### src/common/vsld_settings.svh
////////////////////
// Geometry of the vector slide subsystem
// Include this header wherever word or register sizes are needed
////////////////////
`ifndef VSLD_SETTINGS_SVH
`define VSLD_SETTINGS_SVH

// Bytes in one register file word
`define VSLD_WORD_BYTES 4

// Number of vector registers
`define VSLD_NR_VREGS 8

// Words per vector register, so VLMAX is 16 bytes
`define VSLD_WORDS_PER_VREG 4

// Width of the instruction id
`define VSLD_ID_W 3

`endif

### src/common/vsld_pkg.sv
////////////////////
// Shared types of the vector slide subsystem
// Modules pull these in with a wildcard import in their header
////////////////////
`include "vsld_settings.svh"

package vsld_pkg;

  // Slide opcodes
  typedef enum logic [1:0] {
    VSLIDEUP    = 2'd0,
    VSLIDEDOWN  = 2'd1,
    VSLIDE1UP   = 2'd2,
    VSLIDE1DOWN = 2'd3
  } sld_op_e;

  // Encoded as log2 of the element size in bytes
  typedef enum logic [1:0] {
    EW_8  = 2'd0,
    EW_16 = 2'd1,
    EW_32 = 2'd2
  } vsew_e;

  typedef logic [$clog2(`VSLD_NR_VREGS)-1:0]                      vreg_num_t;
  typedef logic [$clog2(`VSLD_NR_VREGS*`VSLD_WORDS_PER_VREG)-1:0] vreg_addr_t;
  typedef logic [8*`VSLD_WORD_BYTES-1:0]                          vreg_data_t;
  typedef logic [`VSLD_WORD_BYTES-1:0]                            vreg_be_t;
  typedef logic [5:0]                                             vlen_t;
  typedef logic [`VSLD_ID_W-1:0]                                  sld_id_t;

  // Instruction as issued by the host
  typedef struct packed {
    sld_id_t     id;
    sld_op_e     op;
    vsew_e       vsew;
    vreg_num_t   vd;
    vreg_num_t   vs2;
    logic [4:0]  vl;
    logic [31:0] rs1;
  } sld_cmd_t;

  // Instruction with lengths already converted to bytes
  typedef struct packed {
    sld_cmd_t cmd;
    vlen_t    vl_bytes;
    vlen_t    amount_bytes;
  } sld_req_t;

  typedef struct packed {
    sld_id_t id;
  } sld_rsp_t;

  // One byte-enabled word write into the register file
  typedef struct packed {
    vreg_addr_t waddr;
    vreg_data_t wdata;
    vreg_be_t   wbe;
  } vrf_wreq_t;

endpackage

### src/design/vsld_req_queue.sv
////////////////////
// Command intake of the slide unit
// Takes one instruction over a four-phase req/ack port and holds it
////////////////////
`timescale 1ns/1ps
`include "vsld_settings.svh"

module vsld_req_queue import vsld_pkg::*; (
  input  logic     clk_i,
  input  logic     rst_i,
  input  sld_cmd_t cmd_i,
  input  logic     cmd_req_i,
  output logic     cmd_ack_o,
  output sld_req_t req_o,
  output logic     req_valid_o,
  input  logic     req_ready_i
);

  localparam int VLMAX_B = `VSLD_WORD_BYTES * `VSLD_WORDS_PER_VREG;

  typedef enum logic {
    IDLE,
    ACKED
  } q_state_e;

  q_state_e   state_q;
  logic       full_q;
  logic       capture;
  sld_req_t   req_d;
  sld_req_t   req_q;
  logic [7:0] vl_wide;
  logic [7:0] amt_wide;

  // Only one instruction in flight, so wait for an idle slider as well
  assign capture = (state_q == IDLE) && cmd_req_i && !full_q && req_ready_i;

  // Element counts to byte counts, saturated at VLMAX
  always_comb begin
    vl_wide   = {3'b000, cmd_i.vl} << cmd_i.vsew;
    amt_wide  = {3'b000, cmd_i.rs1[4:0]} << cmd_i.vsew;
    req_d.cmd = cmd_i;
    req_d.vl_bytes = (vl_wide > VLMAX_B) ? vlen_t'(VLMAX_B) : vl_wide[5:0];
    if (cmd_i.op == VSLIDE1UP || cmd_i.op == VSLIDE1DOWN) begin
      // Slide by one element and spread the scalar over the word
      req_d.amount_bytes = vlen_t'(1) << cmd_i.vsew;
      case (cmd_i.vsew)
        EW_8:    req_d.cmd.rs1 = {4{cmd_i.rs1[7:0]}};
        EW_16:   req_d.cmd.rs1 = {2{cmd_i.rs1[15:0]}};
        default: req_d.cmd.rs1 = cmd_i.rs1;
      endcase
    end else if ((|cmd_i.rs1[31:5]) || (amt_wide > VLMAX_B)) begin
      req_d.amount_bytes = vlen_t'(VLMAX_B);
    end else begin
      req_d.amount_bytes = amt_wide[5:0];
    end
  end

  always_ff @(posedge clk_i) begin
    if (rst_i) begin
      state_q <= IDLE;
      full_q  <= 1'b0;
    end else begin
      case (state_q)
        IDLE: begin
          if (capture) begin
            state_q <= ACKED;
          end
        end
        ACKED: begin
          // Drop ack once the host has dropped req
          if (!cmd_req_i) begin
            state_q <= IDLE;
          end
        end
        default: state_q <= IDLE;
      endcase
      if (capture) begin
        full_q <= 1'b1;
      end else if (req_valid_o && req_ready_i) begin
        full_q <= 1'b0;
      end
    end
  end

  always_ff @(posedge clk_i) begin
    if (capture) begin
      req_q <= req_d;
    end
  end

  assign cmd_ack_o   = (state_q == ACKED);
  assign req_o       = req_q;
  assign req_valid_o = full_q;

endmodule

### src/design/vsld_top.sv
////////////////////
// Top of the vector slide subsystem
// Chains the command queue, the slider and the register file
////////////////////
`timescale 1ns/1ps

module vsld_top import vsld_pkg::*; (
  input  logic       clk_i,
  input  logic       rst_i,
  input  sld_cmd_t   cmd_i,
  input  logic       cmd_req_i,
  output logic       cmd_ack_o,
  output sld_rsp_t   rsp_o,
  output logic       rsp_req_o,
  input  logic       rsp_ack_i,
  input  vreg_addr_t host_addr_i,
  input  vreg_data_t host_wdata_i,
  input  logic       host_we_i,
  output vreg_data_t host_rdata_o
);

  // Queue to slider
  sld_req_t   req;
  logic       req_valid;
  logic       req_ready;

  // Slider to register file
  vreg_addr_t vrf_raddr;
  vreg_data_t vrf_rdata;
  vrf_wreq_t  vrf_wreq;
  logic       vrf_we;

  vsld_req_queue i_req_queue (
    .clk_i       (clk_i),
    .rst_i       (rst_i),
    .cmd_i       (cmd_i),
    .cmd_req_i   (cmd_req_i),
    .cmd_ack_o   (cmd_ack_o),
    .req_o       (req),
    .req_valid_o (req_valid),
    .req_ready_i (req_ready)
  );

  vsld_slider i_slider (
    .clk_i       (clk_i),
    .rst_i       (rst_i),
    .req_i       (req),
    .req_valid_i (req_valid),
    .req_ready_o (req_ready),
    .vrf_raddr_o (vrf_raddr),
    .vrf_rdata_i (vrf_rdata),
    .vrf_wreq_o  (vrf_wreq),
    .vrf_we_o    (vrf_we),
    .rsp_o       (rsp_o),
    .rsp_req_o   (rsp_req_o),
    .rsp_ack_i   (rsp_ack_i)
  );

  vsld_vrf i_vrf (
    .clk_i        (clk_i),
    .rst_i        (rst_i),
    .raddr_i      (vrf_raddr),
    .rdata_o      (vrf_rdata),
    .wreq_i       (vrf_wreq),
    .we_i         (vrf_we),
    .host_addr_i  (host_addr_i),
    .host_wdata_i (host_wdata_i),
    .host_we_i    (host_we_i),
    .host_rdata_o (host_rdata_o)
  );

endmodule

### src/vsldu/vsld_slider.sv
////////////////////
// Slide engine, walks vd one word per cycle
// Reads vs2, shifts bytes across words and writes vd with byte enables
////////////////////
`timescale 1ns/1ps
`include "vsld_settings.svh"

module vsld_slider import vsld_pkg::*; (
  input  logic       clk_i,
  input  logic       rst_i,
  input  sld_req_t   req_i,
  input  logic       req_valid_i,
  output logic       req_ready_o,
  output vreg_addr_t vrf_raddr_o,
  input  vreg_data_t vrf_rdata_i,
  output vrf_wreq_t  vrf_wreq_o,
  output logic       vrf_we_o,
  output sld_rsp_t   rsp_o,
  output logic       rsp_req_o,
  input  logic       rsp_ack_i
);

  localparam int WB     = `VSLD_WORD_BYTES;
  localparam int WORDS  = `VSLD_WORDS_PER_VREG;
  localparam int OFF_W  = $clog2(WB);
  localparam int WIDX_W = $clog2(WORDS);

  typedef enum logic [1:0] {
    IDLE,
    RUN,
    RESPOND
  } sld_state_e;

  sld_state_e       state_q;
  sld_req_t         req_q;
  vlen_t            cnt_q;
  logic             prefetch_q;
  vreg_data_t       ovf_q;
  vreg_data_t       ovf_d;
  logic             accept;
  vlen_t            start_cnt;
  logic             is_up;
  logic [OFF_W-1:0] in_off;
  logic [3:0]       amt_word;
  vlen_t            ew_bytes;
  vlen_t            word_base;
  logic [3:0]       dst_word;
  logic [3:0]       src_word;
  logic             src_valid;
  logic             last_word;
  vreg_data_t       data_in;
  vreg_data_t       data_high;
  vreg_data_t       data_low;
  vreg_data_t       data_out;

  function automatic vreg_data_t byte_rev(input vreg_data_t d);
    vreg_data_t r;
    for (int b = 0; b < WB; b++) begin
      r[8*(WB-1-b) +: 8] = d[8*b +: 8];
    end
    return r;
  endfunction

  ////////////////////
  // Request decode
  ////////////////////

  // New work only after the host has released the last response
  assign req_ready_o = (state_q == IDLE) && !rsp_ack_i;
  assign accept      = req_valid_i && req_ready_o;

  // Plain slide-up skips the untouched low bytes, slide1up writes from element 0
  assign start_cnt = (req_i.cmd.op == VSLIDEUP) ? req_i.amount_bytes : '0;

  assign is_up    = req_q.cmd.op inside {VSLIDEUP, VSLIDE1UP};
  assign in_off   = req_q.amount_bytes[OFF_W-1:0];
  assign amt_word = 4'(req_q.amount_bytes >> OFF_W);
  assign ew_bytes = vlen_t'(1) << req_q.cmd.vsew;

  ////////////////////
  // Address generation
  ////////////////////

  assign word_base = {cnt_q[$bits(vlen_t)-1:OFF_W], {OFF_W{1'b0}}};
  assign dst_word  = 4'(cnt_q >> OFF_W);
  assign last_word = (word_base + vlen_t'(WB)) >= req_q.vl_bytes;

  always_comb begin
    if (is_up) begin
      src_valid = dst_word >= amt_word;
      src_word  = dst_word - amt_word;
    end else begin
      // One word ahead of the prefetched word when the offset is unaligned
      src_word  = dst_word + amt_word + 4'((in_off != '0) && !prefetch_q);
      src_valid = src_word < WORDS;
    end
  end

  assign vrf_raddr_o = {req_q.cmd.vs2, src_word[WIDX_W-1:0]};

  ////////////////////
  // Shifter
  ////////////////////

  always_comb begin
    vlen_t byte_pos;
    logic  ins;
    // Words beyond VLMAX, or before word 0, read as zero
    data_in = src_valid ? vrf_rdata_i : '0;
    if (is_up) begin
      data_in = byte_rev(data_in);
    end
    data_high = data_in >> (8 * in_off);
    data_low  = data_in << (8 * (WB - in_off));

    ovf_d = ovf_q;
    if (is_up) begin
      data_out = byte_rev(data_high | ovf_q);
      if (state_q == RUN) begin
        ovf_d = data_low;
      end
    end else begin
      data_out = (in_off == '0) ? data_high : (data_low | ovf_q);
      if (state_q == RUN) begin
        ovf_d = data_high;
      end
    end
    if (accept) begin
      ovf_d = '0;
    end

    // Byte enables and scalar insertion, byte by byte
    vrf_wreq_o.waddr = {req_q.cmd.vd, dst_word[WIDX_W-1:0]};
    vrf_wreq_o.wdata = data_out;
    for (int j = 0; j < WB; j++) begin
      byte_pos = word_base + vlen_t'(j);
      vrf_wreq_o.wbe[j] = (byte_pos >= cnt_q) && (byte_pos < req_q.vl_bytes);
      ins = ((req_q.cmd.op == VSLIDE1UP) && (byte_pos < ew_bytes)) ||
            ((req_q.cmd.op == VSLIDE1DOWN) && (byte_pos + ew_bytes >= req_q.vl_bytes));
      if (ins) begin
        vrf_wreq_o.wdata[8*j +: 8] = req_q.cmd.rs1[8*j +: 8];
      end
    end
  end

  ////////////////////
  // Control FSM
  ////////////////////

  always_ff @(posedge clk_i) begin
    if (rst_i) begin
      state_q    <= IDLE;
      prefetch_q <= 1'b0;
      cnt_q      <= '0;
    end else begin
      case (state_q)
        IDLE: begin
          if (accept) begin
            cnt_q      <= start_cnt;
            prefetch_q <= !(req_i.cmd.op inside {VSLIDEUP, VSLIDE1UP}) &&
                          (req_i.amount_bytes[OFF_W-1:0] != '0);
            // Nothing to write when the start is already past vl
            state_q    <= (start_cnt >= req_i.vl_bytes) ? RESPOND : RUN;
          end
        end
        RUN: begin
          if (prefetch_q) begin
            prefetch_q <= 1'b0;
          end else begin
            cnt_q <= word_base + vlen_t'(WB);
            if (last_word) begin
              state_q <= RESPOND;
            end
          end
        end
        RESPOND: begin
          if (rsp_ack_i) begin
            state_q <= IDLE;
          end
        end
        default: state_q <= IDLE;
      endcase
    end
  end

  always_ff @(posedge clk_i) begin
    if (accept) begin
      req_q <= req_i;
    end
    ovf_q <= ovf_d;
  end

  assign vrf_we_o  = (state_q == RUN) && !prefetch_q;
  assign rsp_o.id  = req_q.cmd.id;
  assign rsp_req_o = (state_q == RESPOND);

endmodule

### src/vsldu/vsld_vrf.sv
////////////////////
// Vector register file, one word per address
// Byte-enabled slider write, full-word host write, two async reads
////////////////////
`timescale 1ns/1ps
`include "vsld_settings.svh"

module vsld_vrf import vsld_pkg::*; (
  input  logic       clk_i,
  input  logic       rst_i,
  input  vreg_addr_t raddr_i,
  output vreg_data_t rdata_o,
  input  vrf_wreq_t  wreq_i,
  input  logic       we_i,
  input  vreg_addr_t host_addr_i,
  input  vreg_data_t host_wdata_i,
  input  logic       host_we_i,
  output vreg_data_t host_rdata_o
);

  localparam int NR_WORDS = `VSLD_NR_VREGS * `VSLD_WORDS_PER_VREG;
  localparam int WB       = `VSLD_WORD_BYTES;

  vreg_data_t mem_q [NR_WORDS];

  always_ff @(posedge clk_i) begin
    if (rst_i) begin
      for (int w = 0; w < NR_WORDS; w++) begin
        mem_q[w] <= '0;
      end
    end else begin
      // Host only writes while the slider is idle
      if (host_we_i) begin
        mem_q[host_addr_i] <= host_wdata_i;
      end
      if (we_i) begin
        for (int b = 0; b < WB; b++) begin
          if (wreq_i.wbe[b]) begin
            mem_q[wreq_i.waddr][8*b +: 8] <= wreq_i.wdata[8*b +: 8];
          end
        end
      end
    end
  end

  // Slider read port
  assign rdata_o = mem_q[raddr_i];

  // Host read port
  assign host_rdata_o = mem_q[host_addr_i];

endmodule
### config.mk
export PLATFORM = sky130hd
export DESIGN_NAME = vsld_top
export DESIGN_NICKNAME = d
export VERILOG_FILES = /design/src/common/vsld_pkg.sv /design/src/design/vsld_req_queue.sv /design/src/design/vsld_top.sv /design/src/vsldu/vsld_slider.sv /design/src/vsldu/vsld_vrf.sv
export VERILOG_INCLUDE_DIRS = /design/src /design/src/common
export SDC_FILE = /design/constraint.sdc
export NUM_CORES = 2
export LEC_CHECK = 0
export ABC_AREA = 1
export BUFFER_PORTS_ARGS = -buffer_cell sky130_fd_sc_hd__buf_4
export CELL_PAD_IN_SITES_DETAIL_PLACEMENT = 1
export CELL_PAD_IN_SITES_GLOBAL_PLACEMENT = 1
export CORE_ASPECT_RATIO = 1.25
export CORE_MARGIN = 8
export CORE_UTILIZATION = 41
export CTS_CLUSTER_DIAMETER = 30
export DETAILED_ROUTE_END_ITERATION = 16
export GPL_TIMING_DRIVEN = 1
export PLACE_DENSITY_LB_ADDON = 0.1
export SLEW_MARGIN = 15
export SYNTH_ARGS = -nofsm -noshare
export SYNTH_HDL_FRONTEND = slang
export SYNTH_SLANG_ARGS = --single-unit
### constraint.sdc
create_clock -name clk_i -period 7.82 [get_ports clk_i]
set_input_delay 0.391 -clock clk_i [delete_from_list [all_inputs] [get_ports clk_i]]
set_output_delay 0.391 -clock clk_i [all_outputs]
set_load 0.05 [all_outputs]
==> metrics.cfg <==
[run_status]
outcome=complete, no violations

[cells_and_area]
syn2layout_area_growth_pct=18.23
regArea_um2=35030
drive_gt1_share_pct=8.968
finalInstanceArea_um2=88550
layout.nets=10280
n_fill_cell=21960
multi_input_area_um2=34960

[sta]
slew_headroom_pct=2.229
fmax_mhz=143.0
post-route-period-util_pct=89.44
timing.final.max_slew_violations=0
finClkSkew_ns=0.06264
worstMarginPinSlew_ns=1.465
rsz0062_at_grt=false
setup_tns_ns=0
setup_viol=0
fin_crit_ns=6.994
hold_viol=0
whs_ns=0.05925

[routing]
initialDrtViolationCount=10380
postRouteAntennaNets=0
remaining_drc_errors=0
vias=81820
routed_wl_um=417800
via_per_inst=6.395
avgRoutedWirePerCell_um=32.66
dr.pass1.iters=8

[floorplanning]
die_w_um=398.3
boundaryPins=129
die_h_um=493.8
core_area_um2=181700
num_rows=175
initial_core_util_pct=41.21
die_area_um2=196700

[clock_network]
cts_resized=0
cts_made_buffers=313
clkSlewWorstSetupHoldPaths_ns=0.05
insertion_delay_ns=0.94
clock-sinks=1181
cts_tree=done
clockBufferDepth=4
htreeDepth=5
root_buffer=clkbuf_16

[global_routing]
grt_pass1_vias=81890
grt_max_degree=128
grt_pass1_wl_um=586400
track_usage_pct=41.02
grt_overflow=0
antenna_found_initial=51

[synthesis]
synth.area.top_cells=edfxtp_1 46%, nand2_1 24%, nand3_1 9.5%, a22oi_1 2.6%, inv_1 2.2%
seq_area_frac_synth_pct=46.78
synth.distinct_cells=54
netlist.area_leader.share_pct=45.63
ys_ff_latch=1181
syn_avg_cell_area_um2=7.402
post-synth-top-count-cell=nand2_1
ys.flop_type=edfxtp_1
yosysTopAreaCell=edfxtp_1
synth_edf_count=1138
synth_commonest_cells=4838 x nand2_1, 1417 x nand3_1, 1138 x edfxtp_1, 429 x inv_1, 330 x clkbuf_1
synthArstFlopShare_pct=0
syn_area_um2=74890
yosys_warnings=0
synthCells=10120

[placed_design]
place_congestion=0.9709
placed_area_um2=77360
portBuffers=128
place_hpwl_um=268800

[pwr]
p_leak_nw=37.74
powerDensity_nw_per_um2=312.7
ir_drop_v=0.0002271

[critical_path]
critPathRequiredTime_ns=8.47
cp_max_fo=127
cp-start-kind=register
crit_type=register to register
end_kind=register
worstPathArrival_ns=7.65

[worst_hold_path]
min_path_type=input port to register

[run]
cap_viol_max_count=0

## per-stage QoR
| stage | total power [mW] | util [%] | cells | setup slack, ns |
|---|---|---|---|---|
| final | 27.69 | 48.72 | 12790 | 0.8256 |
| after global routing | 28.16 | 48.67 | 12750 | 0.8346 |
| after CTS | 27.38 | 48.65 | 12750 | 1.119 |
| after detailed placement | 14.43 | 42.57 | 12130 | 1.172 |
| after global placement | 14.31 | 42.56 | 12130 | 1.376 |
| after floorplan | 11.72 | - | 10120 | 1.024 |
## sequential cells by signal (all words and copies together) (netlist names), 2 cells and up
name	flops
i_slider.cnt_q	6
i_slider.ovf_q	32
i_slider.req_q	42
i_slider.in_off	2
i_slider.state_q	2
i_slider.vrf_wreq_o	3
i_slider.rsp_o	3
i_vrf.mem_q	1024
i_slider.amt_word	4
i_req_queue.req_o	57
i_slider.vrf_raddr_o	3
## final timing paths
check             depth (start not counted)                  start                  end  slack [ns]
setup / recovery                         24     i_slider.in_off[1]  i_vrf.mem_q[19][14]        0.83
hold / removal                            3        host_wdata_i[6]    i_vrf.mem_q[2][6]        0.06
setup reg to reg                         24     i_slider.in_off[1]  i_vrf.mem_q[19][14]        0.83
hold reg to reg                           0  i_req_queue.req_o[26]   i_slider.req_q[26]        0.42
## routing by layer
metal	wire length [µm]	global-route usage (%)	up-vias
li1	-	-	34130
met1	151100	50.15	40300
met2	178400	60.60	5832
met3	51710	12.36	1532
met4	36310	31.12	36
met5	345	0	-
## logic make-up after synthesis
logic type	Yosys count	synth area share, %
buffers and inverters	1129	6.818
AOI/OAI and AO/OA	919	7.859
xor gates and xnor gates	16	0.1871
adders and majority gates	63	1.103
other	1	0.005007
and+or+nand+nor	6809	37.25
DFF	1181	46.78
## critical path: stages (launching register included)
cell      delay (ns)
edfxtp_1        0.93
inv_1           0.15
ha_1            0.25
clkinv_1        0.08
nand2_1         0.07
fa_1            0.42
fa_1            0.50
nand2_1         0.09
o21ai_4         0.22
buf_12          0.65
nand3_1         0.24
nand3_1         0.19
nand3_1         0.18
nand2_1         0.38
nand2_1         0.14
nand3_1         0.17
nand2_1         0.09
nand2_1         0.12
nand2_1         0.11
nand3_1         0.17
a21oi_1         0.10
nand2_1         0.32
nand2_2         0.63
nand2_1         0.27
nand2_1         0.08
## report_power, final
part / internal, mW / total [mW] / leakage, nW / switching (mW)
clock: 8.80 / 13.0 / 5.00 / 4.20
sequential: 7.37 / 7.62 / 11.9 / 0.251
combinational: 1.51 / 7.07 / 20.8 / 5.56
total: 17.7 / 27.7 / 37.7 / 10.0
## layout make-up
cell class / instances / share of cell area [%]
tap: 2389 / 3.376
timing repair buffer: 379 / 3.812
clock buffer: 352 / 9.165
inverter: 442 / 1.895
antenna: 46 / 0.1300
sequential: 1181 / 39.56
multi-input combinational: 7809 / 39.49
clock inverter: 196 / 2.572
## repair_timing
item / CTS / global route
hold buffers: 66 / 0
endpoints found under the hold margin: 65 / 0
setup buffers: 0 / 0
## placed cells by master, fill, tap and decap left out, drive strengths merged, types with 105 or more instances in the layout
cell    netlist  final
nand2      4865   4865
nand3      1419   1419
edfxtp     1138   1138
inv         435    455
clkbuf      330    352
nor2        324    324
buf         357    313
a22oi       261    261
a31oi       220    220
o21ai       169    169
a21oi       161    161
clkinv        7    105
Power figures use the tool's default switching activity.
